===== config.mk =====
export PLATFORM = sky130hd
export DESIGN_NAME = umi_split_top
export DESIGN_NICKNAME = d
export VERILOG_FILES = /design/src/umi_pkg.sv /design/src/umi_pipe_stage.sv /design/src/umi_split_top.sv /design/src/umi_splitter.sv /design/src/umi_unpack.sv
export VERILOG_INCLUDE_DIRS = /design/src /design/src/src
export SDC_FILE = /design/constraint.sdc
export NUM_CORES = 2
export LEC_CHECK = 0
export ABC_AREA = 1
export BUFFER_PORTS_ARGS = -buffer_cell sky130_fd_sc_hd__buf_2
export CORE_ASPECT_RATIO = 0.5
export CORE_MARGIN = 8
export CORE_UTILIZATION = 50
export CTS_CLUSTER_SIZE = 24
export DETAILED_ROUTE_END_ITERATION = 6
export GPL_TIMING_DRIVEN = 1
export PLACE_DENSITY = 0.81
export SLEW_MARGIN = 0
export SYNTH_ARGS = -nofsm -noshare
export SYNTH_HDL_FRONTEND = slang
export SYNTH_SLANG_ARGS = --single-unit

===== constraint.sdc =====
create_clock -name clk -period 19.55 [get_ports clk]
set_input_delay 0 -clock clk [delete_from_list [all_inputs] [get_ports clk]]
set_output_delay 0 -clock clk [all_outputs]
set_load 0.01 [all_outputs]

===== src/umi_config.svh =====
// UMI packet widths and field positions, included wherever the packet layout is needed
`ifndef UMI_CONFIG_SVH
`define UMI_CONFIG_SVH

//####################
// Widths
//####################
`define UMI_AW      64                   // Address width
`define UMI_UW      256                  // Full packet width
`define UMI_CMD_W   8                    // Command byte
`define UMI_SIZE_W  4                    // Transfer size code
`define UMI_OPT_W   20                   // Options field
`define UMI_DATA_W  96                   // Payload bits left after header

//####################
// Field LSBs, command sits in the top byte
//####################
`define UMI_DATA_LSB  0
`define UMI_SRC_LSB   (`UMI_DATA_LSB + `UMI_DATA_W)
`define UMI_DST_LSB   (`UMI_SRC_LSB + `UMI_AW)
`define UMI_OPT_LSB   (`UMI_DST_LSB + `UMI_AW)
`define UMI_SIZE_LSB  (`UMI_OPT_LSB + `UMI_OPT_W)
`define UMI_CMD_LSB   (`UMI_SIZE_LSB + `UMI_SIZE_W)

`endif


===== src/umi_pkg.sv =====
// UMI packet, decoded field and opcode types, imported by every module of the splitter
`default_nettype none

`include "umi_config.svh"

package umi_pkg;

   //####################
   // Command opcodes
   //####################
   // Write class keeps bit 0 set, requests keep it clear
   typedef enum logic [`UMI_CMD_W-1:0] {
      UMI_NOP          = 8'h00,
      UMI_READ         = 8'h02,          // Read request
      UMI_WRITE        = 8'h01,          // Acked write
      UMI_WRITE_POSTED = 8'h03,          // Write, no response
      UMI_ATOMIC       = 8'h04,          // Read-modify-write request
      UMI_RESP_READ    = 8'h05,          // Read data coming back
      UMI_RESP_WRITE   = 8'h07           // Write ack coming back
   } umi_opcode_e;

   //####################
   // Packet layout
   //####################
   // First member is the MSB end, total is UMI_UW
   typedef struct packed {
      logic [`UMI_CMD_W-1:0]  command;   // Raw byte, may hold unknown codes
      logic [`UMI_SIZE_W-1:0] size;
      logic [`UMI_OPT_W-1:0]  options;
      logic [`UMI_AW-1:0]     dstaddr;
      logic [`UMI_AW-1:0]     srcaddr;
      logic [`UMI_DATA_W-1:0] data;
   } umi_packet_t;

   // Decoded view produced by umi_unpack
   typedef struct packed {
      umi_opcode_e            opcode;
      logic [`UMI_SIZE_W-1:0] size;
      logic                   write;     // Goes to the response channel
   } umi_fields_t;

endpackage

`default_nettype wire


===== src/umi_pipe_stage.sv =====
// Two-entry UMI register slice with registered ready, used at the input and on each output
`timescale 1ns/100ps
`default_nettype none

module umi_pipe_stage (
   input  logic                 clk,
   input  logic                 reset,
   input  logic                 in_valid,
   input  umi_pkg::umi_packet_t in_packet,
   output logic                 in_ready,
   output logic                 out_valid,
   output umi_pkg::umi_packet_t out_packet,
   input  logic                 out_ready
);

   import umi_pkg::*;

   // Occupancy of the slice
   typedef enum logic [1:0] {ST_EMPTY, ST_ONE, ST_TWO} stage_state_e;

   stage_state_e state;
   stage_state_e state_n;
   umi_packet_t  main_packet;            // Head, drives the output
   umi_packet_t  spare_packet;           // Skid entry caught during a stall
   logic         ready_q;
   logic         push;
   logic         pop;

   assign push       = in_valid & ready_q;
   assign pop        = out_valid & out_ready;
   assign in_ready   = ready_q;
   assign out_valid  = (state != ST_EMPTY);
   assign out_packet = main_packet;

   //####################
   // Occupancy FSM
   //####################
   always_comb begin
      state_n = state;
      case (state)
         ST_EMPTY: if (push) state_n = ST_ONE;
         ST_ONE: begin
            if (push & ~pop) state_n = ST_TWO;           // Stall, spare fills
            else if (~push & pop) state_n = ST_EMPTY;
         end
         ST_TWO: if (pop) state_n = ST_ONE;              // Spare moves to head
         default: state_n = ST_EMPTY;
      endcase
   end

   always_ff @(posedge clk) begin
      if (reset) begin
         state   <= ST_EMPTY;
         ready_q <= 1'b1;                // Empty, so accept at once
      end else begin
         state   <= state_n;
         ready_q <= (state_n != ST_TWO); // Drops only once both entries hold
      end
   end

   //####################
   // Payload registers
   //####################
   always_ff @(posedge clk) begin
      if (state == ST_TWO) begin
         if (pop) main_packet <= spare_packet;
      end else if (push & ((state == ST_EMPTY) | pop)) begin
         main_packet <= in_packet;       // Head free or leaving this edge
      end
      if (push & (state == ST_ONE) & ~pop) spare_packet <= in_packet;
   end

endmodule

`default_nettype wire


===== src/umi_split_top.sv =====
// UMI split subsystem top, input slice into the splitter and one slice per output channel
`timescale 1ns/100ps
`default_nettype none

module umi_split_top (
   input  logic                 clk,
   input  logic                 reset,
   input  logic                 in_valid,
   input  umi_pkg::umi_packet_t in_packet,
   output logic                 in_ready,
   output logic                 resp_out_valid,
   output umi_pkg::umi_packet_t resp_out_packet,
   input  logic                 resp_out_ready,
   output logic                 req_out_valid,
   output umi_pkg::umi_packet_t req_out_packet,
   input  logic                 req_out_ready
);

   import umi_pkg::*;

   // Input slice to splitter
   logic        split_valid;
   umi_packet_t split_packet;
   logic        split_ready;

   // Splitter to output slices
   logic        resp_valid;
   umi_packet_t resp_packet;
   logic        resp_ready;
   logic        req_valid;
   umi_packet_t req_packet;
   logic        req_ready;

   //####################
   // Input side
   //####################
   umi_pipe_stage in_stage (
      .clk        (clk),
      .reset      (reset),
      .in_valid   (in_valid),
      .in_packet  (in_packet),
      .in_ready   (in_ready),
      .out_valid  (split_valid),
      .out_packet (split_packet),
      .out_ready  (split_ready)
   );

   umi_splitter splitter (
      .in_valid    (split_valid),
      .in_packet   (split_packet),
      .in_ready    (split_ready),
      .resp_valid  (resp_valid),
      .req_valid   (req_valid),
      .resp_packet (resp_packet),
      .req_packet  (req_packet),
      .resp_ready  (resp_ready),
      .req_ready   (req_ready)
   );

   //####################
   // Output side
   //####################
   umi_pipe_stage resp_stage (         // Writes and responses
      .clk        (clk),
      .reset      (reset),
      .in_valid   (resp_valid),
      .in_packet  (resp_packet),
      .in_ready   (resp_ready),
      .out_valid  (resp_out_valid),
      .out_packet (resp_out_packet),
      .out_ready  (resp_out_ready)
   );

   umi_pipe_stage req_stage (          // Reads, atomics, everything else
      .clk        (clk),
      .reset      (reset),
      .in_valid   (req_valid),
      .in_packet  (req_packet),
      .in_ready   (req_ready),
      .out_valid  (req_out_valid),
      .out_packet (req_out_packet),
      .out_ready  (req_out_ready)
   );

endmodule

`default_nettype wire


===== src/umi_splitter.sv =====
// UMI traffic splitter, sends write-class packets to the response side and the rest to requests
`timescale 1ns/100ps
`default_nettype none

module umi_splitter (
   input  logic                 in_valid,
   input  umi_pkg::umi_packet_t in_packet,
   output logic                 in_ready,
   output logic                 resp_valid,
   output logic                 req_valid,
   output umi_pkg::umi_packet_t resp_packet,
   output umi_pkg::umi_packet_t req_packet,
   input  logic                 resp_ready,
   input  logic                 req_ready
);

   import umi_pkg::*;

   umi_fields_t fields;                  // Decoded view of the input

   //####################
   // Decode
   //####################
   umi_unpack unpack (
      .packet (in_packet),
      .fields (fields)
   );

   // Valid qualified by class, one side only
   assign resp_valid = in_valid & fields.write;
   assign req_valid  = in_valid & ~fields.write;

   // Same packet offered to both sides
   assign resp_packet = in_packet;
   assign req_packet  = in_packet;

   //####################
   // Blocking ready
   //####################
   // Stall only on the side this packet targets
   assign in_ready = ~(resp_valid & ~resp_ready) &
                     ~(req_valid & ~req_ready);

endmodule

`default_nettype wire


===== src/umi_unpack.sv =====
// Combinational UMI decoder, splits a packet into fields and flags write-class opcodes
`timescale 1ns/100ps
`default_nettype none

module umi_unpack (
   input  umi_pkg::umi_packet_t packet,
   output umi_pkg::umi_fields_t fields
);

   import umi_pkg::*;

   umi_opcode_e opcode;                  // Command byte as an opcode
   logic        write;

   assign opcode = umi_opcode_e'(packet.command);

   //####################
   // Write class decode
   //####################
   // Single home of the routing rule
   always_comb begin
      case (opcode)
         UMI_WRITE,
         UMI_WRITE_POSTED,
         UMI_RESP_READ,
         UMI_RESP_WRITE: write = 1'b1;
         // Reads, atomics, NOP and unknown codes
         default: write = 1'b0;
      endcase
   end

   //####################
   // Field output
   //####################
   always_comb begin
      fields        = '0;
      fields.opcode = opcode;
      fields.size   = packet.size;       // Passed through untouched
      fields.write  = write;
   end

endmodule

`default_nettype wire


==> flow_summary.toml <==
[outcome]
status = "completed"

[place]
dp_hpwl_um = 91100
port_buffers = 775
place_congestion = 0.843

[worst_setup_path]
critPathMostFrequentCell = "nand3_1"
path_class = "flop to flop"
crit_fanout = 76
crit_slowest_cell = "buf_4"
crit_arrival_ns = 4.63
max_stage_delay_ns = 0.91
startpoint_type = "flop"
crit_family = "buffers and inverters"
required_ns = 19.90
path_cells = "nor2_1, nand3_1, nand3_1, nand3_1, inv_8, buf_4, buf_4"
critPathBufInv = 3
cp-end-kind = "flop"

[synthesis]
synth_nets = 3275
muxShareOfSynthArea = 0.114
ys_top_cells_by_area = "edfxtp_1, mux2_2, mux2_4"
yosysWarnings = 0
synth-seq-cells = 1545
ys_types = 22
seq_area_frac_synth = 0.815
synth-compound-area-share = 0.00132
synthXorXnorAreaFrac = 0
synth_simple_gate_area_frac = 0.0544
syn_inst = 3014
yosys.area.top_type = "edfxtp_1"
synthDominantCellAreaShare = 0.812
synth_top_family_by_area = "multiplexers"
syn_avg_cell_area_um2 = 18.9
syn-cell-area_um2 = 56800
synthAdderAreaFrac = 0

[clocking]
cts_setup_buffers = 0
cts_buffers = 134
tritoncts = "yes"
ctsResizeCount = 0
worstSkewPairLatency_ns = 0.77
clock_path_buffers = 3
clock_sinks = 1545
cts-root-buf = "clkbuf_16"
cts-htree-levels = 4
clk_pin_slew_ns = 0.07
postCtsHoldBufs = 437

[grt]
grt_max_degree = 145
grt-ovfl-total = 0
antenna_found_initial = 18
grt_use_total = 0.249
grt_pass1_vias = 34200
grt_first_pass_wirelength_um = 230000

[drt]
drc = 0
routed_via_density = 5.50
drtPass1Iterations = 7
wire_per_inst_um = 27.5
vias = 32500
drt_iter0_drc = 3005
ant_nets = 0
drt-total-wl_um = 163000

[cells_and_area]
nets = 4540
area_growth_pct = 24.8
drive_gt1_frac = 0.346

[timing]
drv_slew = 0
fmax_ghz = 0.234
grt_setup_unrepaired = "false"
setup_violations = 0
hold_viol_final = 0
period_share = 0.219
max-slew-margin-rel = 0.149
setup_tns_ns = 0
worst_hold_slack_ns = 0.0202
finClkSkew_ns = 0.0465
timing_worst_slew_pin_value_ns = 1.28
finalCriticalPeriod_ns = 4.28

[die]
io_pins = 776
initial_core_util = 0.504
placementRows = 87
die_h_um = 254
dieWidth_um = 493
die_area_um2 = 125000
core_area_um2 = 113000

[power]
peakVddDrop_v = 0.0000915
power_density_nw_per_um2 = 100
power.leakage_nw = 27.0

[worst_hold_path]
hold_class = "input pin to flop"

[job]
drv_cap = 0
kinds of logic (layout without fill, tap and decap cells):
family                 after synthesis  in the layout
DFF                               1545           1545
and+or+nand+nor                    816            816
muxes                              508            508
buffers and inverters              130           1499
AOI/OAI and AO/OA                   15             15
other                                0             18
per-layer routing:
layer,vias to the layer above,GRT usage,share of wire
met5,-,0,0.000074
met3,624,0.0422,0.060
met1,16400,0.261,0.33
met4,2,0.209,0.097
li1,13700,-,-
met2,1786,0.444,0.52
power breakdown:
| group | internal [mW] | switching [mW] | leakage [nW] |
|---|---|---|---|
| sequential | 3.83 | 0.0871 | 14.2 |
| combinational | 0.217 | 0.264 | 10.7 |
| clock | 1.47 | 1.25 | 2.12 |
per-stage QoR:
stage	cell area, um2	setup slack [ns]	utilization	std cells	total power [mW]
2_1_floorplan	56800	0.277	-	3014	4.22
3_3_place_gp	62200	15.48	0.552	5219	4.35
3_5_place_dp	62200	15.40	0.552	5219	4.37
4_1_cts	70900	15.38	0.629	5896	7.06
5_1_grt	70900	15.04	0.629	5913	7.29
6_report	70900	15.27	0.629	5914	7.11
Yosys cell counts (all sizes together):
cell / count
clkinv: 1
edfxtp: 1536
o21ai: 2
clkbuf: 22
nor3: 3
buf: 91
inv: 16
or2: 1
nand3: 10
nand2: 786
mux2: 508
nor2: 14
a21oi: 13
dfxtp: 9
nand4: 2
path summary, 6_finish.rpt:
| path | from | to | slack, ns | depth (start not counted) |
|---|---|---|---|---|
| min | in_packet[117] | in_stage.spare_packet[117] | 0.02 | 2 |
| max | in_stage.out_packet[253] | in_stage.spare_packet[89] | 15.27 | 7 |
| max reg2reg | in_stage.out_packet[253] | in_stage.spare_packet[89] | 15.27 | 7 |
| min reg2reg | in_stage.out_packet[68] | req_stage.spare_packet[68] | 0.50 | 0 |
area by class of cell:
type	instances	area, um2
tap	1513	1890
timing repair buffer	1242	8550
clock inverter	80	744
antenna	18	45.0
clock buffer	160	3580
inverter	17	78.8
sequential	1545	46300
multi-input combinational	1339	9720
fill	7214	41800
layout by cell type, fill, tap and decap left out, types with 3 or more instances in the layout:
cell and n:
nand3_1 10, buf_4 24, clkbuf_1 20, edfxtp_1 1536, nand2_1 783, clkinv_4 5, dlygate4sd3_1 437, clkinvlp_4 7
dfxtp_1 9, clkinv_1 22, bufinv_16 11, buf_2 775, buf_12 6, clkinv_2 27, mux2_2 303, a21oi_4 3
diode_2 18, clkbuf_16 140, inv_6 5, a21oi_1 10, mux2_4 200, mux2_1 5, nor2_1 14, inv_1 15
registers in the layout, summed over array words and instances, names as in the netlist, 256 cells and up:
signal / count
in_stage.out_packet: 256
in_stage.spare_packet: 256
req_stage.out_packet: 256
req_stage.spare_packet: 256
resp_stage.out_packet: 256
resp_stage.spare_packet: 256
(Power assumes the default switching activity.)
